**src/hw/ice51_pkg.sv**
```systemverilog
package ice51_pkg;

   ////////////////////////////////////////
   // widths

   typedef logic [7:0]  byte_t;       // one byte on any port
   typedef logic [8:0]  code_addr_t;  // code address and pc
   typedef logic [8:0]  data_addr_t;
   typedef logic [15:0] dptr_t;
   typedef logic [2:0]  reg_idx_t;    // r0..r7

   localparam int CODE_DEPTH  = 512;  // bytes taken by the loader
   localparam int UART_SAMPLE = 104;  // bit period is UART_SAMPLE+1 clocks
   localparam int UART_CNT_W  = $clog2(UART_SAMPLE + 1);

   typedef logic [UART_CNT_W-1:0] baud_cnt_t;

   ////////////////////////////////////////
   // opcodes

   // register forms carry rn in the low three bits
   localparam byte_t MOV_A_IMM    = 8'h74;
   localparam byte_t MOV_RN_IMM   = 8'h78;
   localparam byte_t MOV_A_RN     = 8'hE8;
   localparam byte_t MOV_RN_A     = 8'hF8;
   localparam byte_t MOV_A_DIR    = 8'hE5;
   localparam byte_t MOV_DIR_A    = 8'hF5;
   localparam byte_t MOV_DPTR_IMM = 8'h90;  // high byte comes first
   localparam byte_t ADD_A_IMM    = 8'h24;
   localparam byte_t ADD_A_RN     = 8'h28;
   localparam byte_t INC_A        = 8'h04;
   localparam byte_t DEC_RN       = 8'h18;
   localparam byte_t CLR_C        = 8'hC3;
   localparam byte_t SJMP         = 8'h80;
   localparam byte_t JZ           = 8'h60;
   localparam byte_t JNZ          = 8'h70;
   localparam byte_t JC           = 8'h40;
   localparam byte_t JNC          = 8'h50;
   localparam byte_t MOVX_A_DPTR  = 8'hE0;
   localparam byte_t MOVX_DPTR_A  = 8'hF0;

   // movx targets
   localparam dptr_t UART_TX_ADDR   = 16'h0201;
   localparam dptr_t UART_STAT_ADDR = 16'h0200;

   ////////////////////////////////////////
   // states and bundles

   typedef enum logic [2:0] {
      ST_FETCH,
      ST_OPCODE,
      ST_OPERAND1,
      ST_OPERAND2,
      ST_EXECUTE
   } cpu_state_e;

   typedef enum logic {
      GRANT_LOADER,
      GRANT_CORE
   } grant_e;

   typedef struct packed {
      logic  exec;     // one cycle per instruction
      byte_t opcode;
      byte_t opnd1;
      byte_t opnd2;
      byte_t data_rd;  // data memory read byte
   } exec_cmd_t;

   typedef struct packed {
      logic  acc_zero;
      logic  carry;
      byte_t acc;
   } core_flags_t;

   typedef struct packed {
      logic       wr;
      code_addr_t addr;
      byte_t      data;
   } code_req_t;

endpackage
```
**src/hw/ice51_lite.sv**
```systemverilog
`timescale 1ns/1ps

module ice51_lite (
   input  logic                  i_clk,
   input  logic                  i_nrst,
   input  logic                  i_uart_rx,
   output logic                  o_uart_tx,
   output logic                  o_code_wr,
   output ice51_pkg::code_addr_t o_code_addr,
   output ice51_pkg::byte_t      o_code_data,
   input  ice51_pkg::byte_t      i_code_data,
   output logic                  o_data_wr,
   output ice51_pkg::data_addr_t o_data_addr,
   output ice51_pkg::byte_t      o_data_data,
   input  ice51_pkg::byte_t      i_data_data
);

   logic                   rx_valid;
   ice51_pkg::byte_t       rx_byte;
   logic                   run;
   ice51_pkg::code_req_t   core_req;
   ice51_pkg::exec_cmd_t   cmd;
   ice51_pkg::core_flags_t flags;
   logic                   tx_start;
   ice51_pkg::byte_t       tx_byte;
   logic                   tx_busy;

   ////////////////////////////////////////
   // boot loader path

   uart_rx uart_rx_inst (
      .i_clk(i_clk), .i_nrst(i_nrst), .i_uart_rx(i_uart_rx),
      .o_rx_valid(rx_valid), .o_rx_byte(rx_byte)
   );

   code_port_arbiter code_port_arbiter_inst (
      .i_clk(i_clk), .i_nrst(i_nrst), .i_rx_valid(rx_valid), .i_rx_byte(rx_byte),
      .i_core_req(core_req), .o_code_wr(o_code_wr), .o_code_addr(o_code_addr),
      .o_code_data(o_code_data), .o_run(run)
   );

   ////////////////////////////////////////
   // core and transmitter

   cpu_control cpu_control_inst (
      .i_clk(i_clk), .i_nrst(i_nrst), .i_run(run), .i_code_data(i_code_data),
      .i_data_data(i_data_data), .i_flags(flags), .o_core_req(core_req), .o_cmd(cmd),
      .o_data_wr(o_data_wr), .o_data_addr(o_data_addr), .o_data_data(o_data_data)
   );

   cpu_datapath cpu_datapath_inst (
      .i_clk(i_clk), .i_nrst(i_nrst), .i_cmd(cmd), .i_tx_busy(tx_busy),
      .o_flags(flags), .o_tx_start(tx_start), .o_tx_byte(tx_byte)
   );

   uart_tx uart_tx_inst (
      .i_clk(i_clk), .i_nrst(i_nrst), .i_tx_start(tx_start), .i_tx_byte(tx_byte),
      .o_uart_tx(o_uart_tx), .o_tx_busy(tx_busy)
   );

endmodule

```
**src/hw/cpu_datapath.sv**
```systemverilog
`timescale 1ns/1ps

module cpu_datapath (
   input  logic                    i_clk,
   input  logic                    i_nrst,
   input  ice51_pkg::exec_cmd_t    i_cmd,
   input  logic                    i_tx_busy,
   output ice51_pkg::core_flags_t  o_flags,
   output logic                    o_tx_start,
   output ice51_pkg::byte_t        o_tx_byte
);

   ice51_pkg::byte_t       acc;
   ice51_pkg::byte_t [7:0] r_bank;
   logic                   carry;
   ice51_pkg::dptr_t       dptr;

   ice51_pkg::byte_t       op;
   ice51_pkg::reg_idx_t    r_idx;
   ice51_pkg::byte_t       r_sel;
   ice51_pkg::byte_t       add_rhs;
   logic [8:0]             add_sum;
   logic                   op_add;
   logic                   op_rn_imm;
   logic                   op_a_rn;
   logic                   op_rn_a;
   logic                   op_add_rn;
   logic                   op_dec_rn;
   logic                   stat_rd;

   ////////////////////////////////////////
   // decode

   assign op        = i_cmd.opcode;
   assign r_idx     = op[2:0];
   assign r_sel     = r_bank[r_idx];
   assign op_rn_imm = (op[7:3] == ice51_pkg::MOV_RN_IMM[7:3]);
   assign op_a_rn   = (op[7:3] == ice51_pkg::MOV_A_RN[7:3]);
   assign op_rn_a   = (op[7:3] == ice51_pkg::MOV_RN_A[7:3]);
   assign op_add_rn = (op[7:3] == ice51_pkg::ADD_A_RN[7:3]);
   assign op_dec_rn = (op[7:3] == ice51_pkg::DEC_RN[7:3]);
   assign op_add    = op_add_rn || (op == ice51_pkg::ADD_A_IMM) || (op == ice51_pkg::INC_A);

   assign add_rhs = (op == ice51_pkg::ADD_A_IMM) ? i_cmd.opnd1 :
                    op_add_rn                    ? r_sel : 8'd1;  // inc a
   assign add_sum = {1'b0, acc} + {1'b0, add_rhs};

   assign stat_rd = (op == ice51_pkg::MOVX_A_DPTR) && (dptr == ice51_pkg::UART_STAT_ADDR);

   ////////////////////////////////////////
   // accumulator and carry

   always_ff @(posedge i_clk or negedge i_nrst) begin
      if (!i_nrst) begin
         acc   <= '0;
         carry <= 1'b0;
      end else if (i_cmd.exec) begin
         if (op == ice51_pkg::MOV_A_IMM)
            acc <= i_cmd.opnd1;
         else if (op == ice51_pkg::MOV_A_DIR)
            acc <= i_cmd.data_rd;
         else if (op_a_rn)
            acc <= r_sel;
         else if (op_add)
            acc <= add_sum[7:0];
         else if (stat_rd)
            acc <= {7'd0, i_tx_busy};  // busy flag in bit 0

         if (op_add)
            carry <= add_sum[8];
         else if (op == ice51_pkg::CLR_C)
            carry <= 1'b0;
      end
   end

   // register bank
   always_ff @(posedge i_clk or negedge i_nrst) begin
      if (!i_nrst)
         r_bank <= '0;
      else if (i_cmd.exec) begin
         if (op_rn_imm)
            r_bank[r_idx] <= i_cmd.opnd1;
         else if (op_rn_a)
            r_bank[r_idx] <= acc;
         else if (op_dec_rn)
            r_bank[r_idx] <= r_sel - 8'd1;  // wraps
      end
   end

   always_ff @(posedge i_clk or negedge i_nrst) begin
      if (!i_nrst)
         dptr <= '0;
      else if (i_cmd.exec && op == ice51_pkg::MOV_DPTR_IMM)
         dptr <= {i_cmd.opnd1, i_cmd.opnd2};
   end

   ////////////////////////////////////////
   // flags and transmitter

   assign o_flags.acc_zero = (acc == 8'd0);
   assign o_flags.carry    = carry;
   assign o_flags.acc      = acc;

   // a start while busy is dropped by the framer
   assign o_tx_start = i_cmd.exec && (op == ice51_pkg::MOVX_DPTR_A) &&
                       (dptr == ice51_pkg::UART_TX_ADDR);
   assign o_tx_byte  = acc;

endmodule

```
**src/hw/cpu_control.sv**
```systemverilog
`timescale 1ns/1ps

module cpu_control (
   input  logic                    i_clk,
   input  logic                    i_nrst,
   input  logic                    i_run,
   input  ice51_pkg::byte_t        i_code_data,
   input  ice51_pkg::byte_t        i_data_data,
   input  ice51_pkg::core_flags_t  i_flags,
   output ice51_pkg::code_req_t    o_core_req,
   output ice51_pkg::exec_cmd_t    o_cmd,
   output logic                    o_data_wr,
   output ice51_pkg::data_addr_t   o_data_addr,
   output ice51_pkg::byte_t        o_data_data
);

   ice51_pkg::cpu_state_e state;
   ice51_pkg::cpu_state_e state_nxt;
   ice51_pkg::code_addr_t pc;
   ice51_pkg::code_addr_t br_off;
   ice51_pkg::byte_t      op_q;
   ice51_pkg::byte_t      opnd1_q;
   ice51_pkg::byte_t      opnd2_q;
   logic                  pc_inc;
   logic                  br_take;

   // instruction length in bytes
   function automatic logic [1:0] instr_len(input ice51_pkg::byte_t op);
      logic two_byte;
      two_byte = (op == ice51_pkg::MOV_A_IMM) || (op == ice51_pkg::MOV_A_DIR) ||
                 (op == ice51_pkg::MOV_DIR_A) || (op == ice51_pkg::ADD_A_IMM) ||
                 (op[7:3] == ice51_pkg::MOV_RN_IMM[7:3]) ||
                 (op == ice51_pkg::SJMP) || (op == ice51_pkg::JZ) ||
                 (op == ice51_pkg::JNZ) || (op == ice51_pkg::JC) ||
                 (op == ice51_pkg::JNC);
      if (op == ice51_pkg::MOV_DPTR_IMM)
         instr_len = 2'd3;
      else if (two_byte)
         instr_len = 2'd2;
      else
         instr_len = 2'd1;
   endfunction

   ////////////////////////////////////////
   // sequencer

   // pc steps once per byte read, so it already points past the instruction
   always_comb begin
      state_nxt = state;
      pc_inc    = 1'b0;
      case (state)
         ice51_pkg::ST_FETCH: if (i_run) begin
            state_nxt = ice51_pkg::ST_OPCODE;
            pc_inc    = 1'b1;
         end
         ice51_pkg::ST_OPCODE: begin
            pc_inc    = (instr_len(i_code_data) != 2'd1);
            state_nxt = pc_inc ? ice51_pkg::ST_OPERAND1 : ice51_pkg::ST_EXECUTE;
         end
         ice51_pkg::ST_OPERAND1: begin
            pc_inc    = (op_q == ice51_pkg::MOV_DPTR_IMM);
            state_nxt = pc_inc ? ice51_pkg::ST_OPERAND2 : ice51_pkg::ST_EXECUTE;
         end
         ice51_pkg::ST_OPERAND2: state_nxt = ice51_pkg::ST_EXECUTE;
         default: state_nxt = ice51_pkg::ST_FETCH;
      endcase
   end

   always_ff @(posedge i_clk or negedge i_nrst) begin
      if (!i_nrst)
         state <= ice51_pkg::ST_FETCH;
      else
         state <= state_nxt;
   end

   // opcode and operand latches
   always_ff @(posedge i_clk) begin
      if (state == ice51_pkg::ST_OPCODE)
         op_q <= i_code_data;
      if (state == ice51_pkg::ST_OPERAND1)
         opnd1_q <= i_code_data;
      if (state == ice51_pkg::ST_OPERAND2)
         opnd2_q <= i_code_data;
   end

   ////////////////////////////////////////
   // program counter

   always_comb begin
      case (op_q)
         ice51_pkg::SJMP: br_take = 1'b1;
         ice51_pkg::JZ:   br_take = i_flags.acc_zero;
         ice51_pkg::JNZ:  br_take = !i_flags.acc_zero;
         ice51_pkg::JC:   br_take = i_flags.carry;
         ice51_pkg::JNC:  br_take = !i_flags.carry;
         default:         br_take = 1'b0;
      endcase
   end

   assign br_off = {opnd1_q[7], opnd1_q};  // sign extend, 9 bit wrap

   always_ff @(posedge i_clk or negedge i_nrst) begin
      if (!i_nrst)
         pc <= '0;
      else if (pc_inc)
         pc <= pc + 1'b1;
      else if (state == ice51_pkg::ST_EXECUTE && br_take)
         pc <= pc + br_off;
   end

   assign o_core_req.wr   = 1'b0;  // core only reads code
   assign o_core_req.addr = pc;
   assign o_core_req.data = '0;

   ////////////////////////////////////////
   // execute and data port

   assign o_cmd.exec    = (state == ice51_pkg::ST_EXECUTE);
   assign o_cmd.opcode  = op_q;
   assign o_cmd.opnd1   = opnd1_q;
   assign o_cmd.opnd2   = opnd2_q;
   assign o_cmd.data_rd = i_data_data;   // read issued in operand1

   assign o_data_wr   = o_cmd.exec && (op_q == ice51_pkg::MOV_DIR_A);
   assign o_data_addr = (state == ice51_pkg::ST_OPERAND1) ?
                        ice51_pkg::data_addr_t'(i_code_data) :
                        ice51_pkg::data_addr_t'(opnd1_q);
   assign o_data_data = i_flags.acc;

endmodule

```
**src/hw/code_port_arbiter.sv**
```systemverilog
`timescale 1ns/1ps

module code_port_arbiter (
   input  logic                  i_clk,
   input  logic                  i_nrst,
   input  logic                  i_rx_valid,
   input  ice51_pkg::byte_t      i_rx_byte,
   input  ice51_pkg::code_req_t  i_core_req,
   output logic                  o_code_wr,
   output ice51_pkg::code_addr_t o_code_addr,
   output ice51_pkg::byte_t      o_code_data,
   output logic                  o_run
);

   ice51_pkg::grant_e     grant;
   ice51_pkg::code_addr_t load_addr;
   logic                  load_last;

   assign load_last = i_rx_valid &&
                      (load_addr == ice51_pkg::code_addr_t'(ice51_pkg::CODE_DEPTH - 1));

   // grant only ever moves from loader to core
   always_ff @(posedge i_clk or negedge i_nrst) begin
      if (!i_nrst) begin
         grant     <= ice51_pkg::GRANT_LOADER;
         load_addr <= '0;
      end else if (grant == ice51_pkg::GRANT_LOADER) begin
         if (i_rx_valid)
            load_addr <= load_addr + 1'b1;
         if (load_last)
            grant <= ice51_pkg::GRANT_CORE;
      end
   end

   assign o_run       = (grant == ice51_pkg::GRANT_CORE);
   assign o_code_wr   = o_run ? i_core_req.wr   : i_rx_valid;
   assign o_code_addr = o_run ? i_core_req.addr : load_addr;
   assign o_code_data = o_run ? i_core_req.data : i_rx_byte;

endmodule

```
**src/hw/uart_tx.sv**
```systemverilog
`timescale 1ns/1ps

module uart_tx (
   input  logic             i_clk,
   input  logic             i_nrst,
   input  logic             i_tx_start,
   input  ice51_pkg::byte_t i_tx_byte,
   output logic             o_uart_tx,
   output logic             o_tx_busy
);

   typedef enum logic [1:0] {TX_IDLE, TX_START, TX_SEND} tx_state_e;

   tx_state_e            state;
   ice51_pkg::baud_cnt_t cnt;
   logic [3:0]           bit_cnt;
   logic [8:0]           shift;   // data plus start bit
   logic                 tick;

   assign tick = (cnt == ice51_pkg::baud_cnt_t'(ice51_pkg::UART_SAMPLE));

   always_ff @(posedge i_clk or negedge i_nrst) begin
      if (!i_nrst) begin
         state   <= TX_IDLE;
         cnt     <= '0;
         bit_cnt <= '0;
      end else begin
         cnt <= tick ? '0 : cnt + 1'b1;
         case (state)
            TX_IDLE: begin
               cnt     <= '0;
               bit_cnt <= '0;
               if (i_tx_start)
                  state <= TX_START;
            end
            TX_START: if (tick)
               state <= TX_SEND;  // one idle bit before the frame
            default: if (tick) begin
               bit_cnt <= bit_cnt + 1'b1;
               if (bit_cnt == 4'd9)
                  state <= TX_IDLE;  // stop bit done
            end
         endcase
      end
   end

   always_ff @(posedge i_clk) begin
      if (state == TX_IDLE && i_tx_start)
         shift <= {i_tx_byte, 1'b0};
      else if (state == TX_SEND && tick)
         shift <= {1'b1, shift[8:1]};  // ones fill in, last one is the stop bit
   end

   assign o_uart_tx = (state == TX_SEND) ? shift[0] : 1'b1;
   assign o_tx_busy = (state != TX_IDLE);

endmodule

```
**src/hw/uart_rx.sv**
```systemverilog
`timescale 1ns/1ps

module uart_rx (
   input  logic             i_clk,
   input  logic             i_nrst,
   input  logic             i_uart_rx,
   output logic             o_rx_valid,
   output ice51_pkg::byte_t o_rx_byte
);

   typedef enum logic [1:0] {RX_IDLE, RX_START, RX_DATA, RX_STOP} rx_state_e;

   logic                 rx_meta;
   logic                 rx_sync;
   rx_state_e            state;
   ice51_pkg::baud_cnt_t cnt;
   ice51_pkg::byte_t     shift;
   logic                 full_tick;
   logic                 half_tick;

   // two flop resync of the line
   always_ff @(posedge i_clk or negedge i_nrst) begin
      if (!i_nrst) begin
         rx_meta <= 1'b1;
         rx_sync <= 1'b1;
      end else begin
         rx_meta <= i_uart_rx;
         rx_sync <= rx_meta;
      end
   end

   assign full_tick = (cnt == ice51_pkg::baud_cnt_t'(ice51_pkg::UART_SAMPLE));
   assign half_tick = (cnt == ice51_pkg::baud_cnt_t'(ice51_pkg::UART_SAMPLE >> 1));

   always_ff @(posedge i_clk or negedge i_nrst) begin
      if (!i_nrst) begin
         state <= RX_IDLE;
         cnt   <= '0;
      end else begin
         cnt <= cnt + 1'b1;
         case (state)
            RX_IDLE: begin
               cnt <= '0;
               if (!rx_sync)
                  state <= RX_START;
            end
            RX_START: if (half_tick) begin
               cnt   <= '0;
               state <= rx_sync ? RX_IDLE : RX_DATA;  // glitch goes back to idle
            end
            RX_DATA: if (full_tick) begin
               cnt <= '0;
               if (shift[0])
                  state <= RX_STOP;  // marker reached the bottom
            end
            default: if (full_tick)
               state <= RX_IDLE;
         endcase
      end
   end

   always_ff @(posedge i_clk) begin
      if (state == RX_IDLE)
         shift <= 8'h80;                          // marker bit
      else if (state == RX_DATA && full_tick)
         shift <= {rx_sync, shift[7:1]};          // lsb first
   end

   assign o_rx_valid = (state == RX_STOP) && full_tick;  // mid stop bit
   assign o_rx_byte  = shift;

endmodule

```
**config.mk**
```make
export PLATFORM = sky130hd
export DESIGN_NAME = ice51_lite
export DESIGN_NICKNAME = d
export VERILOG_FILES = /design/src/hw/ice51_pkg.sv /design/src/hw/ice51_lite.sv /design/src/hw/cpu_datapath.sv /design/src/hw/cpu_control.sv /design/src/hw/code_port_arbiter.sv /design/src/hw/uart_tx.sv /design/src/hw/uart_rx.sv
export SDC_FILE = /design/constraint.sdc
export NUM_CORES = 1
export LEC_CHECK = 0
export BUFFER_PORTS_ARGS = -buffer_cell sky130_fd_sc_hd__buf_4
export CORE_MARGIN = 10
export CORE_UTILIZATION = 55
export DETAILED_ROUTE_END_ITERATION = 8
export PLACE_DENSITY = 0.73
export SKIP_LAST_GASP = 1
export SYNTH_ARGS = -nofsm -noshare
export SYNTH_HDL_FRONTEND = slang
export SYNTH_SLANG_ARGS = --single-unit
```
**constraint.sdc**
```tcl
create_clock -name i_clk -period 8.2 [get_ports i_clk]
set_input_delay 0.41 -clock i_clk [delete_from_list [all_inputs] [get_ports i_clk]]
set_output_delay 0.41 -clock i_clk [all_outputs]
set_load 0.1 [all_outputs]
```
== After elaboration in Yosys (flattened, before gate mapping) ==
Index checks and enable logic that the tools add are counted.

* Flip-flop bits (word level): 176
* Output and inout bits: 37
* Word-level logic and storage cells: 198

* Add/subtract/negate cells: 8
* $lt $le $gt $ge: 2
* Equality and inequality tests: 54
* Mux-type cells: 59
* Bitwise logic cells: 2
* Reductions and logical operators: 45

{| class="wikitable"
|+ Operators by type and width
! cell !! count
|-
| bitwise mux 64 bit || 3
|-
| two-way mux 64 bit || 3
|-
| == test 8 bit (second input constant) || 11
|-
| two-way mux 8 bit || 11
|-
| == test 8 x 7 -> 1 bit (second input constant) || 10
|-
| two-way mux 9 bit || 5
|-
| == test 16 x 10 -> 1 bit (second input constant) || 2
|-
| two-way mux 7 bit || 4
|-
| two-way mux 2 bit || 13
|-
| binary-select mux 8 bit (select 3 bit) || 1
|-
| demux 8 bit (select 3 bit) || 1
|-
| one-hot mux 7 bit (3 select lines) || 1
|-
| adder 9 x 1 -> 9 bit (second input constant) || 2
|-
| == test 8 x 6 -> 1 bit (second input constant) || 2
|-
| adder 7 x 1 -> 7 bit (second input constant) || 2
|-
| == test 7 bit (second input constant) || 2
|-
| logical AND 1 bit || 12
|-
| != test 2 x 1 -> 1 bit (second input constant) || 6
|-
| one-hot mux 3 bit (4 select lines) || 1
|-
| logical OR 1 bit || 11
|-
| == test 5 x 4 -> 1 bit (second input constant) || 2
|-
| == test 5 bit (second input constant) || 2
|-
| AND reduction 2 bit || 5
|-
| nonzero test 2 bit || 5
|-
| other kinds (35) || 53
|}

== Depth between registers and ports, before layout ==
* Word-level depth: 16
* Gate-level depth with buffers: 17
* Mapped depth without buffers: 14

== Cells and area by module ==
Synthesis repeated with hierarchy kept, for this count alone.

* Cell total of the unflattened synthesis: 1,006
* Area total of the unflattened synthesis: 10,242.3 um^2

{| class="wikitable"
|+ Modules (own cells, without submodules)
! module !! instances !! cells each !! area an instance (um^2) !! sequential area each (um^2)
|-
| cpu_datapath || 1 || 566 || 5,300.1 || 2,227.1
|-
| cpu_control || 1 || 170 || 2,108.3 || 1,021.0
|-
| uart_tx || 1 || 122 || 1,233.7 || 585.6
|-
| uart_rx || 1 || 90 || 950.9 || 437.9
|-
| code_port_arbiter || 1 || 58 || 649.4 || 250.2
|}

== Worst setup path before layout ==
OpenSTA, ideal clock, no wires.

* Path kind: reg-to-output
* Start point: register cpu_control_inst.op_q[1]
* End point: output o_data_wr
* Data arrival time: 3,487 ps
* Data required time: 7,790 ps
* Setup slack: 4,303 ps
* Stages on the path, launching flop included: 6
* Path buffers: 3
* Cell sequence: edfxtp_1 -> buf_2 -> buf_4 -> clkbuf_1 -> or2_1 -> nor3b_1

* Cells in the longest elaborated chain, start to end: 2

{| class="wikitable"
|+ Ends and longest elaborated chain
! what !! RTL line !! source
|-
| start, declared || cpu_control.sv:21 || <nowiki>ice51_pkg::byte_t op_q;</nowiki>
|-
| start signal, assigned || cpu_control.sv:79 || <nowiki>op_q <= i_code_data;</nowiki>
|-
| == test 8 bit || cpu_control.sv:124 || <nowiki>assign o_data_wr = o_cmd.exec && (op_q == ice51_pkg::MOV_DIR_A);</nowiki>
|-
| logical AND 1 bit || cpu_control.sv:124 ||
|-
| end, declared || ice51_lite.sv:12 || <nowiki>output logic o_data_wr,</nowiki>
|}

No other way between the ends.

== Worst setup path in the final report ==
* Start point: register cpu_control_inst.op_q[0]
* End point: register cpu_control_inst.pc[8]

* Cells in the longest elaborated chain, start to end: 4
* Elaborated cells on any way between the ends: 11
* Classes of those cells: 6 x eq/ne; 3 x mux; 2 x reduce/logical

{| class="wikitable"
|+ Ends and longest elaborated chain
! what !! RTL line !! source
|-
| == test 8 x 7 -> 1 bit / == test 8 bit (equally long branches) || cpu_control.sv:90 || <nowiki>case (op_q)</nowiki>
|-
| one-hot mux 1 bit (5 select lines) || cpu_control.sv:90 ||
|-
| logical AND 1 bit || cpu_control.sv:107 || <nowiki>else if (state == ice51_pkg::ST_EXECUTE && br_take)</nowiki>
|-
| nonzero test 2 bit (no line) || -- ||
|-
| end signal, assigned || cpu_control.sv:106 || <nowiki>pc <= pc + 1'b1;</nowiki>
|-
| end signal, assigned || cpu_control.sv:108 || <nowiki>pc <= pc + br_off;</nowiki>
|-
| end, declared || cpu_control.sv:19 || <nowiki>ice51_pkg::code_addr_t pc;</nowiki>
|}

Parallel ways exist; a longest one is shown, timed or not.
A chain may end at the register's enable or synchronous reset.

==> qor.txt <==
Status: finished clean
Synth Area in Simple Gates: 0.168
#FFs+latches synth: 176
Root Driver: clkbuf_16
Global-route wire length before repair: 35200 um
Worst-Margin Slew: 1.21 ns
Clk Latency, worst-skew pair: 0.43 ns
Largest net degree at the start of global routing: 95
Slew Limit Fails: 0
Routed vias/inst: 5.91
Number of port buffers: 54
Asr flop ratio synth: 0.767
GR Overflow Total: 0
Reg clk slew, reported paths: 0.07 ns
DRC errors left: 0
Final min period: 4.16 ns
Compound-Gate Fraction of Synth Area: 0.134
Static Leakage: 4.49 nW
Antenna-violating nets left: 0
Combinational family with the most area after synthesis: simple AND/OR/NAND/NOR gates
Post-Synth Adder-Cell Area: 0.0382
Share of cells above drive strength 1: 0.162
DR pass1 iterations: 5
Post-synthesis mux area share: 0.107
Post-Syn Area per Cell: 10.2 um^2
Total Wirelength: 21500 um
Post-Synth XOR/XNOR Area: 0.0341
H-tree Lvls: 4
Post-CTS Resized: 0
Hpwl dp: 15100 um
Nets@finish: 988
Final Hold Viols: 0
Critical path's largest stage delay: 0.81 ns
Initial DRC Count: 635
Worst r2r path cells: 13
Post-synth EDFFs: 32
DIE AREA: 22400 um^2
Initial antenna violation count: 0
Worst path depth: 13
Most frequent CP cell: a21oi_1
Mapped Cells: 906
Chip height: 150 um
Relative slew slack: 0.190
Critical Path End Type: flop
Vias in the first global route: 6811
Placement Cell Area: 9780 um^2
# setup viols final: 0
Crit path max-delay family: simple AND/OR/NAND/NOR gates
Pwr/cell area: 173 nW/um^2
Design area: 10400 um^2
RePlAce Congestion: 0.942
Peak supply drop: 0.140 mV
Fmax: 241 MHz
CP bufs+invs: 0
Critical path class: reg2reg
Synth unique cells: 77
Skew final: 0.0136 ns
Row count: 47
Max-Cap Viols: 0
Top FF cell, synth: dfrtp_1
Yosys warns: 0
Crit Path Max Fanout: 24
Crit path launch type: flop
Vias: 6941
Net Count, Synth: 952
WL per Instance: 18.3 um
Register area share after synthesis: 0.489
Sink Count: 176
Worst Hold Class: in2async
Diodes inserted: 0
Crit path DAT: 4.51 ns
Num ports: 56
Longest Clk Path Bufs: 2
Number of CTS-inserted buffers: 17
CTS tree: done
Flop2flop setup slack: 4.04 ns
Setup TNS: 0 ns
Die Width: 150 um
Mapped Area: 9240 um^2
Slowest cell on crit path: edfxtp_1
Hold WS: 0.0688 ns
Total Routing Usage GR: 0.195
Worst EP required: 8.55 ns
RSZ-0062 raised after global routing: false
CTS Hold Bufs: 0
Synthesis-to-finish area growth: 12.8%
CORE AREA: 16500 um^2
Post-CTS Setup Bufs: 0
Final worst path period share: 0.507
Initial Utilization: 0.559
Critical-path cell list: nor4_1, nand3_1, a211oi_1, a31oi_1, and2_1, fa_1, a21oi_1, nor2b_1, o21a_1, o21ai_0, a21oi_1, mux2i_1, xnor2_1
metrics by stage:
| step | util | worst slack (ns) | power [mW] | cells |
|---|---|---|---|---|
| after floorplan | - | 4.30 | 0.912 | 906 |
| final | 0.631 | 4.04 | 1.80 | 1175 |
| after global placement | 0.592 | 4.22 | 0.936 | 1143 |
| after global routing | 0.631 | 3.50 | 1.86 | 1175 |
| after detailed placement | 0.592 | 4.08 | 0.937 | 1143 |
| after CTS | 0.631 | 4.07 | 1.81 | 1175 |
area by class of cell:
type	instances	area [um^2]
Fill cell	1336	6100
Sequential cell	176	4520
Multi-Input combinational cell	667	4450
Timing Repair Buffer	61	462
Clock buffer	19	447
Tap cell	220	275
Clock inverter	13	194
Inverter	19	71.3
layer usage:
| layer | vias to the layer above | global-route usage | share of wire |
|---|---|---|---|
| met5 | - | 0 | 0 |
| met4 | 0 | 0.0608 | 0.020 |
| met3 | 32 | 0.0531 | 0.062 |
| met2 | 216 | 0.298 | 0.45 |
| met1 | 3352 | 0.265 | 0.47 |
| li1 | 3341 | - | - |
worst paths after layout:
kind,to,startpoint
worst min register to register,uart_rx_inst.rx_sync$_DFF_PN1_,uart_rx_inst.rx_meta$_DFF_PN1_
worst max-delay path,cpu_control_inst.pc[8]$_DFFE_PN0P_,cpu_control_inst.op_q[0]$_DFFE_PN_
worst max register to register,cpu_control_inst.pc[8]$_DFFE_PN0P_,cpu_control_inst.op_q[0]$_DFFE_PN_
min in group i_clk,uart_rx_inst.rx_meta$_DFF_PN1_,i_uart_rx
max in group asynchronous,code_port_arbiter_inst.load_addr[1]$_DFFE_PN0P_,i_nrst
worst min-delay path,cpu_datapath_inst.r_bank[4]$_DFFE_PN0P_,i_nrst
cell usage after synthesis, drive strengths merged (4+ instances only):
library cell	count	area share
a211oi	4	0.0032
a21boi	4	0.0032
a21o	5	0.0041
a21oi	41	0.023
a22o	8	0.0076
a22oi	6	0.0049
a31oi	7	0.0047
and2	10	0.0068
and3	9	0.0061
buf	10	0.0077
clkbuf	34	0.014
dfrtp	133	0.36
dfxtp	9	0.019
edfxtp	32	0.10
ha	25	0.034
inv	19	0.0077
mux2	40	0.049
mux2i	25	0.027
mux4	12	0.030
nand2	129	0.052
nand2b	9	0.0061
nand3	30	0.016
nand4	5	0.0034
nor2	56	0.023
nor2b	19	0.013
nor3	16	0.0092
nor3b	8	0.0065
nor4	9	0.0077
o21a	5	0.0041
o21ai	96	0.052
o31ai	5	0.0041
or2	5	0.0034
or3	4	0.0027
xnor2	19	0.018
xor2	17	0.016
power breakdown:
part / switching (mW) / total (mW) / internal, mW
Sequential: 0.000279 / 0.890 / 0.889
Combinational: 0.0214 / 0.0291 / 0.00763
Clock: 0.351 / 0.880 / 0.528
Total: 0.373 / 1.80 / 1.43
cell usage in the layout, fill, tap and decap left out, types with 10 or more instances in the layout:
master       n
a21oi_1     40
xnor2_1     19
mux2_2      38
nor2b_1     19
xor2_1      17
nand2_1    129
ha_1        25
o21ai_1     41
dfrtp_1    133
clkbuf_16   17
and2_1      10
mux2i_1     24
nor3_1      15
edfxtp_1    32
nand3_1     30
nor2_1      56
o21ai_0     55
inv_1       19
buf_4       60
logic make-up (layout without fill, tap and decap cells):
group                    count (synthesis)  count (layout)
AO/OA/AOI/OAI                          205             205
XOR/XNOR                                36              36
adder cells (fa/ha/maj)                 27              27
buffers and inverters                   63             112
flip-flops                             176             176
multiplexers                            77              77
other                                    1               1
AND/OR/NAND/NOR                        321             321
registers in the layout (all words and copies together) (netlist names):
signal                            count
cpu_control_inst.pc                   9
uart_tx_inst.state                    2
cpu_control_inst.opnd2_q              8
uart_rx_inst.rx_sync                  1
uart_rx_inst.o_rx_byte                8
cpu_control_inst.opnd1_q              8
uart_rx_inst.cnt                      7
cpu_control_inst.state                3
uart_rx_inst.state                    2
code_port_arbiter_inst.o_run          1
cpu_datapath_inst.carry               1
cpu_datapath_inst.dptr               16
uart_rx_inst.rx_meta                  1
uart_tx_inst.shift                    9
cpu_control_inst.op_q                 8
uart_tx_inst.cnt                      7
code_port_arbiter_inst.load_addr      9
cpu_datapath_inst.r_bank             64
cpu_datapath_inst.o_tx_byte           8
uart_tx_inst.bit_cnt                  4
worst reg2reg max path, stage by stage, from the launching register on:
cell and delay [ns]:
edfxtp_1 0.81, nor4_1 0.73, nand3_1 0.21, a211oi_1 0.29, a31oi_1 0.18, and2_1 0.31
fa_1 0.46, a21oi_1 0.17, nor2b_1 0.08, o21a_1 0.18, o21ai_0 0.18, a21oi_1 0.11
mux2i_1 0.22, xnor2_1 0.15
Power figures use the tool's default switching activity.
